$ cat config.mk
export PLATFORM = sky130hd
export DESIGN_NAME = lcd_fill_dri
export DESIGN_NICKNAME = d
export VERILOG_FILES = /design/src/hw/lcd_pkg.sv /design/src/hw/lcd_fill_dri.sv
export SDC_FILE = /design/constraint.sdc
export NUM_CORES = 1
export LEC_CHECK = 0
export BUFFER_PORTS_ARGS = -buffer_cell sky130_fd_sc_hd__buf_4
export CORE_MARGIN = 4
export CORE_UTILIZATION = 61
export DETAILED_ROUTE_END_ITERATION = 7
export GPL_TIMING_DRIVEN = 0
export PLACE_DENSITY = 0.82
export RECOVER_POWER = 100
export SYNTH_ARGS = -nofsm -noshare
export SYNTH_HDL_FRONTEND = slang
export SYNTH_SLANG_ARGS = --single-unit
$ cat constraint.sdc
create_clock -name clk -period 7.2 [get_ports clk]
set_input_delay 1.44 -clock clk [delete_from_list [all_inputs] [get_ports clk]]
set_output_delay 1.44 -clock clk [all_outputs]
set_load 0.01 [all_outputs]
$ cat src/hw/lcd_pkg.sv
//----------------------------------------------------------------------------
// LCD shared definitions
// Register map, 8080 panel commands, setup table and the colour word
//----------------------------------------------------------------------------

package lcd_pkg;

    // RGB565 view of a pixel word
    typedef struct packed {
        logic [4:0] red;
        logic [5:0] green;
        logic [4:0] blue;
    } lcd_rgb_t;

    // One bus word, raw or as colour fields
    typedef union packed {
        logic [15:0] raw;
        lcd_rgb_t    rgb;
    } lcd_word_u;

    // APB byte offsets
    localparam logic [7:0] REG_CTRL   = 8'h00;
    localparam logic [7:0] REG_STATUS = 8'h04;
    localparam logic [7:0] REG_ID     = 8'h08;
    localparam logic [7:0] REG_COLOR  = 8'h0C;
    localparam logic [7:0] REG_RECT   = 8'h10;

    // Panel commands
    localparam logic [15:0] CMD_COL_ADDR  = 16'h002A;
    localparam logic [15:0] CMD_ROW_ADDR  = 16'h002B;
    localparam logic [15:0] CMD_MEM_WRITE = 16'h002C;
    localparam logic [15:0] CMD_READ_ID   = 16'h00D3;

    // Setup list, entry 0 goes out first
    localparam int INIT_CMD_NUM = 4;
    localparam logic [INIT_CMD_NUM-1:0][15:0] INIT_CMDS =
        {16'h0029, 16'h003A, 16'h0036, 16'h0011};    // Display on .. sleep out
    localparam logic [INIT_CMD_NUM-1:0] INIT_PARAM_HAS = 4'b0110;
    localparam logic [INIT_CMD_NUM-1:0][15:0] INIT_PARAMS =
        {16'h0000, 16'h0055, 16'h0000, 16'h0000};    // 16 bpp, default MADCTL

endpackage

$ cat src/hw/lcd_fill_dri.sv
//----------------------------------------------------------------------------
// LCD fill driver
// Window commands, memory write, then w*h words of one colour
//----------------------------------------------------------------------------

`timescale 1ns/1ns

module lcd_fill_dri import lcd_pkg::*; (
    input  logic        clk,
    input  logic        rst_n,
    input  logic        fill_start,
    input  lcd_word_u   color,
    input  logic [7:0]  x0,
    input  logic [7:0]  y0,
    input  logic [7:0]  w,
    input  logic [7:0]  h,
    output logic        fill_busy,
    output logic        mlcd_cs_dri,        // Active low
    output logic        mlcd_wr_dri,        // Active low
    output logic        mlcd_rs_dri,
    output logic [15:0] mlcd_data_dri
);

    // Word index: 0 col cmd, 1-4 x, 5 row cmd, 6-9 y, 10 mem write, 11 pixels
    logic [3:0]  idx;
    logic [3:0]  nxt_idx;
    logic        nxt_rs;
    logic [15:0] nxt_data;
    logic [7:0]  xs_r;
    logic [7:0]  ys_r;
    logic [15:0] xe_r;
    logic [15:0] ye_r;
    lcd_word_u   color_r;
    logic [15:0] pix_left;

    // ------------------------------------------------------------------------
    // Next word on the bus
    // ------------------------------------------------------------------------
    always_comb begin
        nxt_idx = (idx == 4'd11) ? 4'd11 : idx + 4'd1;
        nxt_rs  = 1'b1;                     // Parameters and pixels
        case (nxt_idx)
            4'd1:    nxt_data = 16'h0000;   // Start is 8 bits, high byte 0
            4'd2:    nxt_data = {8'h00, xs_r};
            4'd3:    nxt_data = {8'h00, xe_r[15:8]};
            4'd4:    nxt_data = {8'h00, xe_r[7:0]};
            4'd5: begin
                nxt_rs   = 1'b0;
                nxt_data = CMD_ROW_ADDR;
            end
            4'd6:    nxt_data = 16'h0000;
            4'd7:    nxt_data = {8'h00, ys_r};
            4'd8:    nxt_data = {8'h00, ye_r[15:8]};
            4'd9:    nxt_data = {8'h00, ye_r[7:0]};
            4'd10: begin
                nxt_rs   = 1'b0;
                nxt_data = CMD_MEM_WRITE;
            end
            default: nxt_data = color_r.raw;
        endcase
    end

    always_ff @(posedge clk) begin
        if (!rst_n) begin
            fill_busy     <= 1'b0;
            mlcd_cs_dri   <= 1'b1;
            mlcd_wr_dri   <= 1'b1;
            mlcd_rs_dri   <= 1'b0;
            mlcd_data_dri <= 16'd0;
            idx           <= 4'd0;
            pix_left      <= 16'd0;
            xs_r          <= 8'd0;
            xe_r          <= 16'd0;
            ys_r          <= 8'd0;
            ye_r          <= 16'd0;
            color_r.raw   <= 16'd0;
        end else if (!fill_busy) begin
            if (fill_start) begin           // Latch rectangle, send col cmd
                xs_r          <= x0;
                xe_r          <= 16'(x0) + 16'(w) - 16'd1;
                ys_r          <= y0;
                ye_r          <= 16'(y0) + 16'(h) - 16'd1;
                color_r       <= color;
                pix_left      <= 16'(w) * 16'(h);
                idx           <= 4'd0;
                fill_busy     <= 1'b1;
                mlcd_cs_dri   <= 1'b0;
                mlcd_wr_dri   <= 1'b0;
                mlcd_rs_dri   <= 1'b0;
                mlcd_data_dri <= CMD_COL_ADDR;
            end
        end else if (!mlcd_wr_dri) begin
            mlcd_wr_dri <= 1'b1;            // Second half of the word
        end else if (idx >= 4'd10 && pix_left == 16'd0) begin
            fill_busy   <= 1'b0;            // Last pixel done
            mlcd_cs_dri <= 1'b1;
        end else begin
            idx           <= nxt_idx;
            mlcd_rs_dri   <= nxt_rs;
            mlcd_data_dri <= nxt_data;
            mlcd_wr_dri   <= 1'b0;
            if (nxt_idx == 4'd11)
                pix_left <= pix_left - 16'd1;
        end
    end

endmodule

== Yosys cells after proc, flatten, opt, wreduce, memory -nomap -nowiden ==
Index checks and enable logic that the tools add are counted.
Storage, ports and cells
  input port bits: 51
  output and inout port bits: 20
  logic and storage cells: 76
  memory bits (writable): 0
  register bits after elaboration: 104
  memories: 0
  latch bits: 0
  bits in read-only memories: 0
Cells by class
  multiplexer cells: 30
  shift operators: 0
  reduce and logical (&&, ||, !) cells: 9
  bitwise operators: 1
  divide/modulo/power cells: 0
  add/subtract/negate cells: 6
  equality and inequality tests: 16
  magnitude comparators: 1
  multipliers: 1
Operators with widths (count)
  $mux W16: 9
  $pmux W16 S9: 1
  $eq A4 B4 Y1 const B: 5
  $mux W4: 5
  $sub A9 B1 Y10 const B: 2
  $add A8 B8 Y9: 2
  $eq A4 B3 Y1 const B: 4
  $logic_not A16 Y1: 1
  $mul A8 B8 Y16: 1
  $sub A16 B1 Y16 const B: 1
  $mux W1: 15
  $eq A4 B2 Y1 const B: 2
  $ne A2 B1 Y1 const B: 3
  $reduce_and A3 Y1: 2
  $add A4 B1 Y4 const B: 1
  $eq A4 B1 Y1 const B: 1
  $ge A4 B4 Y1 const B: 1
  $reduce_and A4 Y1: 1
  $reduce_or A2 Y1: 2
  $ne A2 B2 Y1 const B: 1
  $reduce_and A2 Y1: 1
  $reduce_bool A2 Y1: 1
  $logic_and A1 B1 Y1: 1
  $not A1 Y1: 1

== Depth between registers and ports, before layout ==
  word-level depth: 8
  mapped depth: 17
  mapped depth without buffers: 17

== Worst setup path before layout ==
OpenSTA, ideal clock, no wires.
  path type: input port to flip-flop
  start point: in w[3]
  end point: reg pix_left[15]
  stages on the path: 15
  library setup time: 0.120 ns
  arrival time: 5.288 ns
  required time: 7.080 ns
  buffers on the path: 0
  setup slack: 1.793 ns
  cell sequence: clkinv_1 -> nor2_1 -> fa_1 -> fa_1 -> fa_1 -> inv_1 -> fa_1 -> inv_1 -> ha_1 -> a21oi_1 -> o21bai_1 -> a311oi_1 -> o211ai_1 -> mux2i_1 -> o31a_1
Between the ends
  cells in the longest elaborated chain, start to end: 3
Ends and longest elaborated chain
  from (decl): line lcd_fill_dri.sv:15  | input logic [7:0] w,
  $mul A8 B8 Y16: line lcd_fill_dri.sv:84  | pix_left <= 16'(w) * 16'(h);
  $mux W16: line lcd_fill_dri.sv:78  | if (fill_start) begin
  $mux W16: line lcd_fill_dri.sv:77  | end else if (!fill_busy) begin
  to (signal assigned): line lcd_fill_dri.sv:84
  to (signal assigned): line lcd_fill_dri.sv:103  | pix_left <= pix_left - 16'd1;
  to (decl): line lcd_fill_dri.sv:34  | logic [15:0] pix_left;
No other way between the ends. The select of a mux whose other input is x is not followed.
A chain may end at the register's enable or synchronous reset.

== Worst setup path after layout ==
  start point: in w[2]
  end point: reg pix_left[15]
The elaborated chain is that of the path after synthesis.

==> impl.org <==
** Logic synthesis
- Count of flip-flops with a built-in enable after synthesis :: 0
- Synthesized area per cell :: between 7 and 8 sq um
- For this run, the number of Yosys warnings is 0.
- Most instantiated flip-flop cell in the synthesis netlist :: dfxtp_1
- When the netlist entered floorplanning its net count stood at 1080.
- Proportion of register bits with asynchronous set or reset after synthesis :: 0%
- The commonest cells after synthesis are nand2_1 (126), inv_1 (121), nor2_1 (102), dfxtp_1 (92), a21oi_1 (78).
- Cell count after synthesis :: 920
- By instance count, the leading cell after synthesis is nand2_1.
- Portion of the post-synthesis area used by sequential elements :: 25.7%
- Synth Register Bits :: a little over 90
- The biggest area contributor in the post-synthesis netlist is dfxtp_1.
- Syn Std Cell Area :: 0.00716 sq mm
- Main area contributors after synthesis :: dfxtp_1 (26%), ha_1 (12%), fa_1 (11%)
- The number of different library cells used by synthesis comes to 69.
- Proportion of netlist area held by the largest area contributor :: 25.7%

** Hold path
- Hold Path Class :: reg2reg

** Timing
- Headroom to the max-slew limit came out at 36.5%.
- Across all hold checks on the routed design, the worst slack comes to 0.455 ns.
- Setup-failing EPs final :: 0
- The final number of hold-violating endpoints is 0.
- Min setup slack post-route :: 1.58 ns
- The count of final max-slew check failures was 0.
- Clock skew on the completed layout was measured at just under 0.007 ns.
- In the final timing run, aggregate negative setup slack is 0 ns.
- Tcrit/Tclk final :: 78.1%
- For the pin with the worst max-slew slack, the measured transition is 0.944 ns.
- Setup repair after global routing left no endpoint under its margin.
- Clock period minus worst slack :: roughly 5.6 ns
- Max Clock Freq :: 178 MHz

** Setup path
- Startpoint class of the critical path :: input pin
- For the worst setup path, the data arrival time is 5.87 ns.
- Required time reported for the critical path endpoint :: 7.45 ns
- Crit path capture type :: flop
- Setup CP Type :: in2reg
- Along the worst path, the maximum fanout reaches 8.

** Clocking
- Later-pin clock latency in the skew report :: 0.36 ns
- Buffer levels on the longest clock path :: 2
- The number of hold buffers added after CTS was 0.
- Number of buffers inserted during clock tree synthesis :: 9
- The root buffer cell chosen for the clock tree is clkbuf_16.
- In this run the number of H-tree levels came out at 3.
- Total setup buffers inserted after CTS :: 0
- Clock-pin slew on the worst setup and hold paths :: 0.07 ns
- TritonCTS built the clock tree.
- CTS Sinks :: 92
- Resized Gates After CTS :: 0

** Floorplanning
- The floorplan step set the die width to between 100 and 150 microns.
- Number of cell rows :: 39
- Die Span Y :: 116 microns
- For this configuration, the core starts out at a cell density of 62.4%.
- Core ar. :: 0.0115 sq mm
- The die covers 0.0135 sq mm.
- Ports :: between 70 and 80

** Power
- Clk pwr share :: 25.2%
- Sw power :: 0.743 mW
- In this run the static leakage power is 3.57 nW.
- VDD sags by at most 185 uV.
- Sequential cells account for between 30% and 40% of the total power.
- Share of power burned in combinational logic :: 43.2%
- Power spread over the standard cell area amounts to roughly 230 mW/mm^2.
- Net switching is 39.9% of the power.
- Overall power :: 1.86 mW
- Cell internal power was estimated by the tool at around 1.1 mW.

** Routing
- Detail-routed net length per standard cell :: 16.9 microns
- After detailed routing, the number of vias per cell comes to 5.92.
- Vias post-DR :: around 6.8k
- Drt first-iter violations :: 668
- The pre-antenna-repair detailed-routing pass consisted of 6 iterations.
- DRT Wirelength :: ~19 mm
- In the routed design, unresolved DRC markers number 0.
- The count of nets left with antenna violations once routing finished came out at 0.

** Outcome
- Result of the run :: completed

** Global route
- The layer flagged by global routing as most heavily used is met2.
- The first global-routing pass estimated about 32 mm of wire.
- Antenna violations before repair :: 0
- Global routing finished with a remaining overflow of 0.
- Global routing used 46.6% of the available met2 tracks.
- The via count of the first global-routing pass was 6474.
- Global routing used 30.0% of the available tracks across all layers.
- For met1 alone, demand over resource in global routing was 43.0%.
- Pin count of the biggest net entering global routing :: 19
- Global routing usage on met3 :: 5.08%

** Place
- After legalization and detailed placement, the total HPWL measured 15.2 mm.
- Port bufs :: 70
- Placed standard-cell area :: 0.00786 sq mm
- Placer Congestion :: 0.972
- Number of placed cells counting well taps :: about 1.1k
- OpenSTA, run right after detailed placement, puts the worst setup slack at 1.25 ns.

** Layout
- Net total in the final layout :: 1161
- After filler insertion, the fill cell instance count of the layout stands at 947.
- At the end of the flow the core is filled with cells to 70.1%.
- Sequential cell area :: 0.00184 sq mm
- Cell Count, Final, Fillers Out :: 1149
- Final design instance area without fill :: 0.00804 sq mm
- Signed area change from the synthesized netlist to the final layout :: 12.4%
- Area used by multi-input combinational logic :: 0.00464 sq mm
- 0 antenna diodes ended up in the layout.
- Fraction of final layout cells with drive strength greater than 1 :: 7.55%

** Flow run
- Max-cap violations :: 0
==> flip-flops by register name, summed over array words and instances (netlist names), 4 cells and up <==
name	cells
idx	4
xs_r	8
pix_left	16
mlcd_data_dri	16
ys_r	8
ye_r	10
color_r	16
xe_r	10
==> area by class of cell <==
type                    count  area share, %
well taps                 143           2.22
flip-flops and latches     92           22.9
clock buffers               9           2.80
multi-input cells         658           57.7
plain buffers              39           2.04
repair buffers             70           5.41
clock inverters             7          0.824
inverters                 131           6.11
==> kinds of logic (layout without fill, tap and decap cells) <==
family,Yosys count,in the layout,share of synthesized area (%)
and+or+nand+nor,311,311,19.4
AOI/OAI and AO/OA,218,218,20.1
buffers and inverters,170,256,9.19
adders and majority gates,109,109,23.0
DFF,92,92,25.7
xor gates and xnor gates,16,16,1.96
muxes,4,4,0.577
==> critical path, cell delays in order <==
cell and delay [ns]:
clkbuf_4 0.11, clkinv_1 0.26, nor2_1 0.25, fa_1 0.45, fa_1 0.54, fa_1 0.55, inv_1 0.05, fa_1 0.52
inv_1 0.04, ha_1 0.39, a21oi_1 0.22, o21bai_1 0.10, a311oi_1 0.37, o211ai_1 0.16, mux2i_1 0.16, o31a_1 0.28
==> cells in the final DEF, fill, tap and decap left out, types with 15 or more instances in the layout <==
cell      instances
nand3_1          15
ha_1             71
clkbuf_1         58
inv_1           121
fa_1             38
dfxtp_1          92
nand2_1         127
nor2_1          102
a21oi_1          78
o21ai_0          37
buf_4            44
==> per-layer routing <==
layer	vias to the layer above	part of all wire (%)	wire [microns]
li1	3280	-	-
met1	3183	45	8710
met2	304	45	8750
met3	30	8.5	1650
met4	0	1.8	359
met5	-	0	0
==> path summary, 6_finish.rpt <==
check	start	endpoint	slack, ns	cells past startpoint
setup / recovery	w[2]	pix_left[15]$_SDFFE_PN0P_	1.58	16
hold / removal	xs_r[7]$_SDFFE_PN0P_	xs_r[7]$_SDFFE_PN0P_	0.46	2
setup reg to reg	pix_left[0]$_SDFFE_PN0P_	mlcd_data_dri[2]$_SDFFE_PN0P_	3.96	8
hold reg to reg	xs_r[7]$_SDFFE_PN0P_	xs_r[7]$_SDFFE_PN0P_	0.46	2
==> power by group through the flow <==
stage,Clock (mW),Sequential (mW),Combinational [mW]
after floorplan,0,0.592,0.590
after global placement,0,0.599,0.772
after detailed placement,0,0.600,0.788
after CTS,0.472,0.589,0.798
after global routing,0.492,0.595,0.911
final,0.470,0.590,0.805
(Power assumes the default switching activity.)
