--- config.mk ---
export PLATFORM = sky130hd
export DESIGN_NAME = lcd_ctrl
export DESIGN_NICKNAME = d
export VERILOG_FILES = /design/src/hw/lcd_pkg.sv /design/src/hw/lcd_ctrl.sv
export SDC_FILE = /design/constraint.sdc
export NUM_CORES = 1
export LEC_CHECK = 0
export BUFFER_PORTS_ARGS = -buffer_cell sky130_fd_sc_hd__buf_2
export CAP_MARGIN = 20
export CORE_ASPECT_RATIO = 1.25
export CORE_UTILIZATION = 48
export CTS_CLUSTER_DIAMETER = 200
export DETAILED_ROUTE_END_ITERATION = 7
export PLACE_DENSITY = 0.8
export SYNTH_ARGS = -nofsm -noshare
export SYNTH_HDL_FRONTEND = slang
export SYNTH_SLANG_ARGS = --single-unit
--- constraint.sdc ---
create_clock -name clk -period 4 [get_ports clk]
set_clock_uncertainty 0.1 [all_clocks]
set_input_delay 1.2 -clock clk [delete_from_list [all_inputs] [get_ports clk]]
set_output_delay 1.2 -clock clk [all_outputs]
set_load 0.05 [all_outputs]
--- src/hw/lcd_pkg.sv ---
//----------------------------------------------------------------------------
// LCD shared definitions
// Register map, 8080 panel commands, setup table and the colour word
//----------------------------------------------------------------------------

package lcd_pkg;

    // RGB565 view of a pixel word
    typedef struct packed {
        logic [4:0] red;
        logic [5:0] green;
        logic [4:0] blue;
    } lcd_rgb_t;

    // One bus word, raw or as colour fields
    typedef union packed {
        logic [15:0] raw;
        lcd_rgb_t    rgb;
    } lcd_word_u;

    // APB byte offsets
    localparam logic [7:0] REG_CTRL   = 8'h00;
    localparam logic [7:0] REG_STATUS = 8'h04;
    localparam logic [7:0] REG_ID     = 8'h08;
    localparam logic [7:0] REG_COLOR  = 8'h0C;
    localparam logic [7:0] REG_RECT   = 8'h10;

    // Panel commands
    localparam logic [15:0] CMD_COL_ADDR  = 16'h002A;
    localparam logic [15:0] CMD_ROW_ADDR  = 16'h002B;
    localparam logic [15:0] CMD_MEM_WRITE = 16'h002C;
    localparam logic [15:0] CMD_READ_ID   = 16'h00D3;

    // Setup list, entry 0 goes out first
    localparam int INIT_CMD_NUM = 4;
    localparam logic [INIT_CMD_NUM-1:0][15:0] INIT_CMDS =
        {16'h0029, 16'h003A, 16'h0036, 16'h0011};    // Display on .. sleep out
    localparam logic [INIT_CMD_NUM-1:0] INIT_PARAM_HAS = 4'b0110;
    localparam logic [INIT_CMD_NUM-1:0][15:0] INIT_PARAMS =
        {16'h0000, 16'h0055, 16'h0000, 16'h0000};    // 16 bpp, default MADCTL

endpackage

--- src/hw/lcd_ctrl.sv ---
//----------------------------------------------------------------------------
// LCD control block
// APB register file, fill start gating and busy tracking
//----------------------------------------------------------------------------

`timescale 1ns/1ns

module lcd_ctrl import lcd_pkg::*; (
    input  logic        clk,
    input  logic        rst_n,
    input  logic        psel,
    input  logic        penable,
    input  logic        pwrite,
    input  logic [7:0]  paddr,
    input  logic [31:0] pwdata,
    output logic [31:0] prdata,
    output logic        pready,
    output logic        pslverr,
    input  logic        init_done,
    input  logic        fill_busy,
    input  logic [15:0] panel_id,
    output logic        fill_start,
    output logic        bl,
    output lcd_word_u   color,
    output logic [7:0]  x0,
    output logic [7:0]  y0,
    output logic [7:0]  w,
    output logic [7:0]  h
);

    logic        addr_hit;
    logic        wr_en;
    logic        rd_setup;
    logic        busy;          // Start issued, fill not yet finished
    logic        fill_busy_d;
    logic [31:0] rd_mux;

    assign pready   = 1'b1;                         // No wait states
    assign wr_en    = psel & penable & pwrite;
    assign rd_setup = psel & ~penable & ~pwrite;    // Load read data a cycle early

    always_comb begin
        case (paddr)
            REG_CTRL, REG_STATUS, REG_ID, REG_COLOR, REG_RECT: addr_hit = 1'b1;
            default: addr_hit = 1'b0;
        endcase
    end

    assign pslverr = psel & penable & ~addr_hit;

    // ------------------------------------------------------------------------
    // Read mux
    // ------------------------------------------------------------------------
    always_comb begin
        case (paddr)
            REG_CTRL:   rd_mux = {30'd0, bl, 1'b0};        // Start reads as 0
            REG_STATUS: rd_mux = {30'd0, busy, init_done};
            REG_ID:     rd_mux = {16'd0, panel_id};
            REG_COLOR:  rd_mux = {16'd0, color.raw};
            REG_RECT:   rd_mux = {h, w, y0, x0};
            default:    rd_mux = 32'd0;
        endcase
    end

    always_ff @(posedge clk) begin
        if (!rst_n) begin
            prdata <= 32'd0;
        end else if (rd_setup) begin
            prdata <= rd_mux;                       // Valid through access phase
        end
    end

    // ------------------------------------------------------------------------
    // Write side and start sequencing
    // ------------------------------------------------------------------------
    always_ff @(posedge clk) begin
        if (!rst_n) begin
            bl          <= 1'b0;
            color.raw   <= 16'd0;
            {h, w, y0, x0} <= 32'd0;
            fill_start  <= 1'b0;
            busy        <= 1'b0;
            fill_busy_d <= 1'b0;
        end else begin
            fill_start  <= 1'b0;                    // One cycle pulse
            fill_busy_d <= fill_busy;
            if (fill_busy_d && !fill_busy)
                busy <= 1'b0;                       // Fill finished
            if (wr_en) begin
                case (paddr)
                    REG_CTRL: begin
                        bl <= pwdata[1];
                        // Ignore start while busy or before panel ready
                        if (pwdata[0] && init_done && !busy) begin
                            fill_start <= 1'b1;
                            busy       <= 1'b1;
                        end
                    end
                    REG_COLOR: color.raw      <= pwdata[15:0];
                    REG_RECT:  {h, w, y0, x0} <= pwdata;
                    default: ;                      // STATUS, ID read only
                endcase
            end
        end
    end

endmodule

## Word-level counts from Yosys, hierarchy flattened

Cells that the tools add are included.

| storage, ports and cells | value |
|---|---|
| word-level logic and storage cells | 40 |
| input port bits | 63 |
| register bits after elaboration | 84 |
| output and inout bits | 84 |

| cells by class | value |
|---|---|
| equality and inequality tests | 4 |
| reductions and logical operators | 11 |
| multiplexer cells | 7 |
| bitwise gates (word level) | 8 |

Operator list:

| kind | number |
|---|---|
| $pmux W32 S5 | 1 |
| $eq A8 B4 Y1 const B | 2 |
| $eq A8 B3 Y1 const B | 1 |
| $eq A8 B5 Y1 const B | 1 |
| $logic_not A8 Y1 | 1 |
| $mux W1 | 6 |
| $reduce_and A2 Y1 | 3 |
| $and A1 B1 Y1 | 5 |
| $reduce_or A5 Y1 | 1 |
| $logic_and A1 B1 Y1 | 3 |
| $not A1 Y1 | 3 |
| $reduce_and A3 Y1 | 1 |
| $logic_not A1 Y1 | 2 |

## Logic depth before layout (Yosys ltp)

Gate-level depths: netlist (run 1).

| depth | value |
|---|---|
| depth after elaboration | 6 |
| depth in mapped cells | 7 |
| depth with buffers taken out | 4 |

## Worst setup path before layout (run 1)

No wires, ideal clock.

| path | value |
|---|---|
| path kind | input port to output port |
| start point | input paddr[0] |
| end point | output pslverr |
| buffers on the path | 2 |
| setup slack | 0.123 ns |
| stages | 5 |
| data required time | 2.700 ns |
| arrival | 2.577 ns |
| cells stage by stage | or4_4 -> buf_6 -> nor2_2 -> buf_4 -> a21oi_1 |

| on the way | value |
|---|---|
| cells in the longest elaborated chain, start to end | 5 |
| elaborated cells on any way between the ends | 9 |
| classes of those cells | eq/ne (4); mux (1); bitwise (2); reduce/logical (2) |

RTL lines:

| what | RTL line | source |
|---|---|---|
| start: declaration | lcd_ctrl.sv:14 | `input logic [7:0] paddr,` |
| $eq A8 B5 Y1 (tied with other cells) | lcd_ctrl.sv:43 | `case (paddr)` |
| $reduce_or A5 Y1 (*) | lcd_ctrl.sv:43 |  |
| $mux W1 (*) | lcd_ctrl.sv:43 |  |
| $not A1 Y1 (*) | lcd_ctrl.sv:49 | `assign pslverr = psel & penable & ~addr_hit;` |
| $and A1 B1 Y1 (*) | lcd_ctrl.sv:49 |  |
| end: declaration | lcd_ctrl.sv:18 | `output logic pslverr,` |

Every way passes the cells marked *; elsewhere a longest branch is shown, timed or not.

## Final worst setup path (run 1)

Same ends and word-level chain as after synthesis.

==> results of run 1 <==
## worst max-delay path, stage by stage
cell and delay (ns):
buf_2 0.10, or4_4 0.61, nor2_2 0.15, a21oi_1 0.08
buf_2 0.22
## cell families after synthesis
| logic type | count (synthesis) | share of synthesized area (%) |
|---|---|---|
| buffers and inverters | 42 | 6.58 |
| muxes | 2 | 0.915 |
| and+or+nand+nor | 153 | 26.2 |
| DFF | 84 | 47.3 |
| AOI/OAI and AO/OA | 98 | 18.9 |
| other | 1 | 0.105 |
## per-stage QoR
step | cell area (sq um) | worst slack [ns] | utilization (%) | hold WS (ns) | power, uW
2_1_floorplan | 3550 | 0.123 | - | 0.378 | 911
3_3_place_gp | 4230 | 0.365 | 59.9 | 0.350 | 948
3_5_place_dp | 4230 | 0.355 | 59.9 | 0.358 | 950
4_1_cts | 4420 | 0.331 | 62.6 | 0.368 | 1530
5_1_grt | 4420 | 0.295 | 62.6 | 0.391 | 1570
6_report | 4420 | 0.334 | 62.6 | 0.366 | 1520
## registers in the layout (all words and copies together) (netlist names)
name,flops
busy,1
fill_start,1
color,16
bl,1
h,8
x0,8
y0,8
fill_busy_d,1
prdata,32
w,8
## layer usage
metal	wire length [um]	GRT usage [%]
met5	0	0
met3	608	4.49
met1	4120	33.1
met2	4400	37.7
met4	289	12.3
## how the worst max path moves through the flow
stage | startpoint | to | slack (ns)
6_report | paddr[0] | pslverr | 0.33
5_1_grt | paddr[0] | pslverr | 0.29
4_1_cts | paddr[0] | pslverr | 0.33
3_5_place_dp | paddr[0] | pslverr | 0.35
3_3_place_gp | paddr[0] | pslverr | 0.37
2_1_floorplan | paddr[0] | pslverr | 0.12
## cell usage after synthesis (2+ instances only)
| library cell | instances | share of area (%) |
|---|---|---|
| dfxtp_1 | 84 | 47 |
| nand3_1 | 65 | 9.2 |
| nand2_1 | 34 | 3.6 |
| o21ai_0 | 33 | 4.6 |
| clkbuf_1 | 20 | 2.1 |
| a21oi_1 | 17 | 2.4 |
| a22oi_1 | 16 | 3.4 |
| nor2b_1 | 16 | 2.8 |
| a222oi_1 | 14 | 3.9 |
| a22o_1 | 14 | 3.4 |
| nor3b_2 | 11 | 3.9 |
| nor3b_1 | 6 | 1.3 |
| buf_2 | 5 | 0.70 |
| buf_6 | 5 | 1.6 |
| buf_1 | 4 | 0.42 |
| buf_4 | 3 | 0.63 |
| and3_1 | 2 | 0.35 |
| and4_1 | 2 | 0.49 |
| clkbuf_8 | 2 | 0.77 |
| inv_1 | 2 | 0.21 |
| nand2b_1 | 2 | 0.35 |
| nand3b_1 | 2 | 0.42 |
| nand4_1 | 2 | 0.35 |
| nor3_1 | 2 | 0.28 |
| nor4b_4 | 2 | 1.3 |
## where the power goes
part	switching, uW	total, uW	leakage [uW]	internal, uW
registers	0.282	836	0.000676	836
logic	57.1	95.1	0.00123	38.0
clock network	288	587	0.0000979	299
total	345	1520	0.00200	1170
## cell type report
class                      instances  area (sq um)
multi-input combinational        254          1640
tap                               90           113
clock inverter                     5          52.6
fill                             686          2640
sequential                        84          1680
inverter                           2          7.51
clock buffer                      10           138
timing repair buffer             153           788
==> results.toml, run 1 <==
[pwr]
p_leak_uw = 0.00200
max-vdd-ir-drop_mv = 0.338
p_per_area_mw_per_mm2 = 343

[final_layout]
fin_cells = 598
layout-drive-gt1-share_pct = 36.8
mostFrequentLayoutCells = "144 x buf_2, 84 x dfxtp_1, 65 x nand3_1, 34 x nand2_1, 33 x o21ai_0"
areaGrowthSynthToFinish_pct = 24.3
n_antenna_cell = 0
layout.nets = 567
mostFrequentLayoutCell = "buf_2"

[floorplan]
start_util_pct = 50.3
dieWidth_um = 79.0
rows = 34
pin_count = 147
dieHeight_um = 98.2
die_area_sq_mm = 0.00776
core-area_sq_mm = 0.00706

[timing]
post-route-period-util_pct = 91.6
rsz0062_at_grt = "false"
final_hold_viol_count = 0
period_needed_ns = 3.67
tns_ns = 0
finalSetupViolations = 0
drv_slew = 0
maxSlewHeadroom_pct = 46.5
tightest_slew_ns = 0.800
fmax_mhz = 273

[clock_tree]
cts.sinks = 84
tritoncts = "done"
ctsRootBufferMaster = "clkbuf_8"
clock_latency_ns = 0.34
cts_resized = 0
htree_levels = 3
clk_path_buf_depth = 2
cts_setup_buffers = 0
cts_hold_buffers = 0
clk_pin_slew_ns = 0.08
cts_made_buffers = 9

[setup_path]
rr_endpoint = "prdata[1]$_SDFFE_PN0P_"
start_kind = "input port"
cp-end-kind = "output port"
reg2reg_from = "color[1]$_SDFFE_PN0P_"
critical_path_class = "input port to output port"
rr_worst_depth = 3
rrSetupSlack_ns = 2.58
critPathRequiredTime_ns = 2.70
crit_fanout = 5
arrival_ns = 2.37

[drt]
dr_total_vias = 3357
route.detailed.drc = 0
antenna_left = 0
drtIter0Drc = 259
wl_um = 9420
wire_per_inst_um = 15.8
drt-pass1-iter-count = 6
vias_per_cell = 5.61

[global_route]
grt_overflow_total = 0
grt_usage_pct = 24.7
grt_pass1_vias = 2995
grt_pass1_wl_um = 14900
antenna_found_initial = 0
grt_max_degree = 71

[synthesis]
syn_inst = 380
synth-edff-count = 0
synth_area_sq_mm = 0.00355
syn_avg_cell_area_sq_um = 9.35
synth_warnings = 0
synth_cell_type_count = 40
synthArstFlopShare_pct = 0
synth-main-ff-cell = "dfxtp_1"
synth_nets = 443
synth_seq_cells = 84
yosysSeqAreaShare_pct = 47.3

[run_status]
status = "completed"

[worst_hold_path]
min-delay-start = "h[1]$_SDFFE_PN0P_"
min_to = "h[1]$_SDFFE_PN0P_"
hold_depth = 2
hold_class = "flip-flop to flip-flop"

[placement]
place_congestion = 0.843
port_buffers = 145
dp.cells = 583
dp_hpwl_um = 6670

[flow_run]
cap_violations = 0
Note: power is estimated with default switching activity, not from simulation.
==> inputs of run 2 (changes only) <==
--- a/config.mk
+++ b/config.mk
@@ -11,7 +11,7 @@
 export CORE_UTILIZATION = 48
 export CTS_CLUSTER_DIAMETER = 200
 export DETAILED_ROUTE_END_ITERATION = 7
-export PLACE_DENSITY = 0.8
+export PLACE_DENSITY = 0.78
 export SYNTH_ARGS = -nofsm -noshare
 export SYNTH_HDL_FRONTEND = slang
 export SYNTH_SLANG_ARGS = --single-unit
==> constraint.sdc (replaced) <==
create_clock -name clk -period 3.4 [get_ports clk]
set_clock_uncertainty 0.1 [all_clocks]
set_input_delay 1.02 -clock clk [delete_from_list [all_inputs] [get_ports clk]]
set_output_delay 1.02 -clock clk [all_outputs]
set_load 0.05 [all_outputs]
==> run 2 against run 1 <==
Compared with the run above:
- sequential power up 18%
- cell area up 1.4%
- count of clock-buffer cells in the layout up 1
- die area unchanged
- largest cell class unchanged
==> results.toml, run 2 (same netlist as run 1, synthesis figures left out) <==
[run_status]
status = "completed"

[drt]
wire_per_inst_um = 15.6
dr_total_vias = 3388
drtIter0Drc = 270
antenna_left = 0
route.detailed.drc = 0
vias_per_cell = 5.63
wl_um = 9390
drt-pass1-iter-count = 6

[setup_path]
cp_common_cell = "buf_2"
cp-end-kind = "output port"
start_kind = "input port"
crit_fanout = 2
critical_path_class = "input port to output port"
critPathRequiredTime_ns = 2.28
rrSetupSlack_ns = 1.99
path_cells = "buf_2, or4_4, nor2_2, a21oi_2, buf_2"
slowest_stage = "or4_4"
critPathMaxStageDelay_ns = 0.54
arrival_ns = 2.07

[floorplan]
rows = 34
die_area_sq_mm = 0.00776
core-area_sq_mm = 0.00706
pin_count = 147
start_util_pct = 50.3
dieWidth_um = 79.0
dieHeight_um = 98.2

[timing]
drv_slew = 0
fmax_mhz = 313
tightest_slew_ns = 0.725
final_hold_viol_count = 0
rsz0062_at_grt = "false"
tns_ns = 0
whs_ns = 0.367
finalSetupViolations = 0
period_needed_ns = 3.19
maxSlewHeadroom_pct = 51.7
post-route-period-util_pct = 94.0
setup_slack_ns = 0.205

[clock_tree]
cts_resized = 0
cts_made_buffers = 9
clk_pin_slew_ns = 0.08
clk_path_buf_depth = 2
tritoncts = "done"
clock_latency_ns = 0.34
cts_setup_buffers = 0
htree_levels = 3
cts_hold_buffers = 0
cts.sinks = 84
ctsRootBufferMaster = "clkbuf_8"

[flow_run]
cap_violations = 0

[pwr]
intPower_uw = 1460
p_sw_uw = 402
power_frac_clock_pct = 41.1
p_leak_uw = 0.00203
max-vdd-ir-drop_mv = 0.269
combPwrFrac_pct = 6.1
p_per_area_mw_per_mm2 = 415
pwr-share-seq_pct = 52.8
swShare_pct = 21.6

[global_route]
grt_max_degree = 116
grt_pass1_wl_um = 14600
antenna_found_initial = 1
grt_usage_pct = 24.4
grt_pass1_vias = 2980
grt_overflow_total = 0

[worst_hold_path]
hold_class = "flip-flop to flip-flop"

[placement]
dp_hpwl_um = 6610
dpl_worst_slack_ns = 0.205
place_area_sq_mm = 0.00427
port_buffers = 145
place_congestion = 0.869
dp.cells = 586

[final_layout]
mostFrequentLayoutCell = "buf_2"
regMostFlops = "prdata"
largest_reg_flops = 32
top_regs = "prdata (32), color (16)"
fin_cells = 602
layout-drive-gt1-share_pct = 37.2
layout.nets = 570
areaGrowthSynthToFinish_pct = 26.1
final_cell_area_sq_mm = 0.00448
mostFrequentLayoutCells = "145 x buf_2, 84 x dfxtp_1, 65 x nand3_1, 34 x nand2_1, 33 x o21ai_0"
[run 2: cell types whose count changed in the layout (fill, tap and decap cells not counted)]
cell        previous run  this run
a21oi_1               17        16
clkinvlp_4             1         0
buf_2                144       145
clkinv_4               0         1
diode_2                0         1
buf_4                  9        10
clkinv_2               3         1
buf_12                 0         1
a21oi_2                0         1
clkbuf_1               0         1
bufinv_16              1         2
[run 2: final timing paths]
check / cells after the start / end / startpoint
min: 2 / h[7]$_SDFFE_PN0P_ / h[7]$_SDFFE_PN0P_
max: 5 / pslverr / paddr[0]
max reg2reg: 3 / prdata[1]$_SDFFE_PN0P_ / bl$_SDFFE_PN0P_
min reg2reg: 2 / h[7]$_SDFFE_PN0P_ / h[7]$_SDFFE_PN0P_
[run 2: power groups by stage]
stage | clock network, uW | registers, uW | logic, uW
floorplan | 0 | 1010 | 64.1
global placement | 0 | 1010 | 111
detailed placement | 0 | 1010 | 112
CTS | 780 | 984 | 113
global route | 825 | 984 | 123
finish | 765 | 984 | 114
[run 2: layout make-up]
type	instances	area (sq um)
Tap cell	90	113
Sequential cell	84	1680
Inverter	2	7.51
Fill cell	645	2580
Clock buffer	11	141
Antenna cell	1	2.50
Clock inverter	4	73.8
Multi-Input combinational cell	254	1640
Timing Repair Buffer	156	821
[run 2: layer usage]
| layer | part of all wire, % | vias to the layer above | global-route usage (%) | wire, um |
|---|---|---|---|---|
| li1 | - | 1657 | - | - |
| met1 | 43 | 1585 | 31.8 | 4030 |
| met2 | 49 | 138 | 38.5 | 4620 |
| met3 | 6.4 | 8 | 4.86 | 603 |
| met4 | 1.4 | 0 | 11.2 | 131 |
| met5 | 0 | - | 0 | 0 |
[run 2: critical path: cells and delay by family]
kind            cells  cell delay (ns)
compound gates      1             0.06
buf+inv             2             0.34
simple gates        2             0.67
[run 2: metrics by stage]
stage               utilization, %  power, uW
finish                        63.5       1860
CTS                           63.4       1880
global placement              60.4       1120
detailed placement            60.4       1120
floorplan                        -       1070
global route                  63.5       1930
==> inputs of run 3 (changes only) <==
--- a/config.mk
+++ b/config.mk
@@ -11,7 +11,9 @@
 export CORE_UTILIZATION = 48
 export CTS_CLUSTER_DIAMETER = 200
 export DETAILED_ROUTE_END_ITERATION = 7
+export HOLD_SLACK_MARGIN = 0.15
 export PLACE_DENSITY = 0.78
+export RECOVER_POWER = 25
 export SYNTH_ARGS = -nofsm -noshare
 export SYNTH_HDL_FRONTEND = slang
 export SYNTH_SLANG_ARGS = --single-unit
==> run 3 against run 2 <==
Compared with the run above:
- the flow now finishes with violations (max-capacitance violations, max-slew violations)
- largest power group unchanged
- non-clock buffer count did not move
- fmax rose by 0.21%
- first-iteration DRC count fell by 7.0%
- critical path type unchanged
- highest routed layer unchanged
- final cell count did not move
- critical path depth did not move
- sequential share of layout area rose by 0.57 points
- total power barely moved
- global-route usage did not move
- worst setup slack improved by 0.0065 ns
- count of clock-buffer cells in the layout did not move
- die area did not move
==> results.toml, run 3 (same netlist as run 1, synthesis figures left out) <==
[placement]
dpl_worst_slack_ns = 0.205
port_buffers = 145
dp_hpwl_um = 6610
place_congestion = 0.869

[timing]
period_needed_ns = 3.19
finalSetupViolations = 0
tns_ns = 0
rsz0062_at_grt = "false"
final_hold_viol_count = 0
drv_slew = 116
tightest_slew_ns = 1.93
post-route-period-util_pct = 93.8
setup_slack_ns = 0.212
fmax_mhz = 314
whs_ns = 0.369
maxSlewHeadroom_pct = -28.4

[setup_path]
crit_fanout = 2
crit_family = "simple AND/OR/NAND/NOR gates"
path_buf_inv = 2
start_kind = "input port"
cp_common_cell = "buf_2"
path_cells = "buf_2, or4_4, nor2_2, a21oi_2, buf_2"
critical_path_class = "input port to output port"
critPathMaxStageDelay_ns = 0.54
arrival_ns = 2.07
slowest_stage = "or4_4"
critPathRequiredTime_ns = 2.28
cp-end-kind = "output port"

[run_status]
status = "complete, but fails checks"
violations = "max-capacitance violations, max-slew violations"

[final_layout]
n_fill_cell = 670
mostFrequentLayoutCells = "106 x buf_2, 84 x dfxtp_1, 65 x nand3_1, 41 x clkbuf_1, 34 x nand2_1"
mostFrequentLayoutCell = "buf_2"
regMostFlops = "prdata"
largest_reg_flops = 32
layout-drive-gt1-share_pct = 29.4
layout.nets = 570
areaGrowthSynthToFinish_pct = 24.2
top_regs = "prdata (32), color (16)"

[pwr]
finalPower_uw = 1860
p_leak_uw = 0.00185
max-vdd-ir-drop_mv = 0.268
p_per_area_mw_per_mm2 = 422

[clock_tree]
clk_path_buf_depth = 2
clk_pin_slew_ns = 0.08
cts_setup_buffers = 0
cts_hold_buffers = 0
tritoncts = "done"
cts_made_buffers = 9
ctsRootBufferMaster = "clkbuf_8"
htree_levels = 3
clock_latency_ns = 0.34
cts_resized = 0
cts.sinks = 84

[floorplan]
start_util_pct = 50.3
pin_count = 147
dieHeight_um = 98.2
dieWidth_um = 79.0
core-area_sq_mm = 0.00706
die_area_sq_mm = 0.00776
rows = 34

[flow_run]
cap_violations = 1

[drt]
wire_per_inst_um = 15.6
drtIter0Drc = 251
route.detailed.drc = 0
vias_per_cell = 5.59
drt-pass1-iter-count = 6
dr_total_vias = 3367
antenna_left = 0
wl_um = 9420

[global_route]
antenna_found_initial = 1
grt_overflow_total = 0
grt_pass1_vias = 2980
grt_usage_pct = 24.4
grt_pass1_wl_um = 14600
grt_max_degree = 116

[worst_hold_path]
hold_class = "flip-flop to flip-flop"
## run 3: path summary, 6_finish.rpt
kind / slack (ns) / startpoint / cells after the start / endpoint
worst max-delay path: 0.21 / paddr[0] / 5 / pslverr
worst min-delay path: 0.37 / h[7]$_SDFFE_PN0P_ / 2 / h[7]$_SDFFE_PN0P_
worst max register to register: 1.99 / bl$_SDFFE_PN0P_ / 3 / prdata[1]$_SDFFE_PN0P_
worst min register to register: 0.37 / h[7]$_SDFFE_PN0P_ / 2 / h[7]$_SDFFE_PN0P_
## run 3: routing by layer
layer	GRT usage (%)	up-vias	share of wire (%)
li1	-	1653	-
met1	31.8	1561	42
met2	38.5	145	49
met3	4.86	8	7.8
met4	11.2	0	1.4
met5	0	-	0
## run 3: per-stage QoR
stage	cell area, sq um	utilization (%)	cells
global route	4420	62.5	602
detailed placement	4270	60.4	586
floorplan	3560	-	380
global placement	4270	60.4	586
CTS	4480	63.4	601
finish	4420	62.5	602
## run 3: worst register-to-register path: stages (launching register included)
cell,delay (ns)
dfxtp_1,0.34
mux4_2,0.46
a221oi_1,0.31
nor3b_1,0.09
## run 3: where the power goes
part | leakage (uW) | total [uW] | internal (uW) | switching [uW]
logic | 0.00106 | 112 | 45.8 | 66.3
registers | 0.000676 | 984 | 984 | 0.414
clock network | 0.000109 | 766 | 430 | 335
total | 0.00185 | 1860 | 1460 | 402
## run 3: cell type report
| type | instances | area [sq um] | area share, % |
|---|---|---|---|
| inverters | 2 | 7.51 | 0.170 |
| diodes | 1 | 2.50 | 0.0567 |
| clock inverters | 4 | 73.8 | 1.67 |
| clock buffers | 11 | 141 | 3.20 |
| repair buffers | 156 | 753 | 17.1 |
| multi-input cells | 254 | 1640 | 37.2 |
| well taps | 90 | 113 | 2.55 |
| flip-flops and latches | 84 | 1680 | 38.1 |
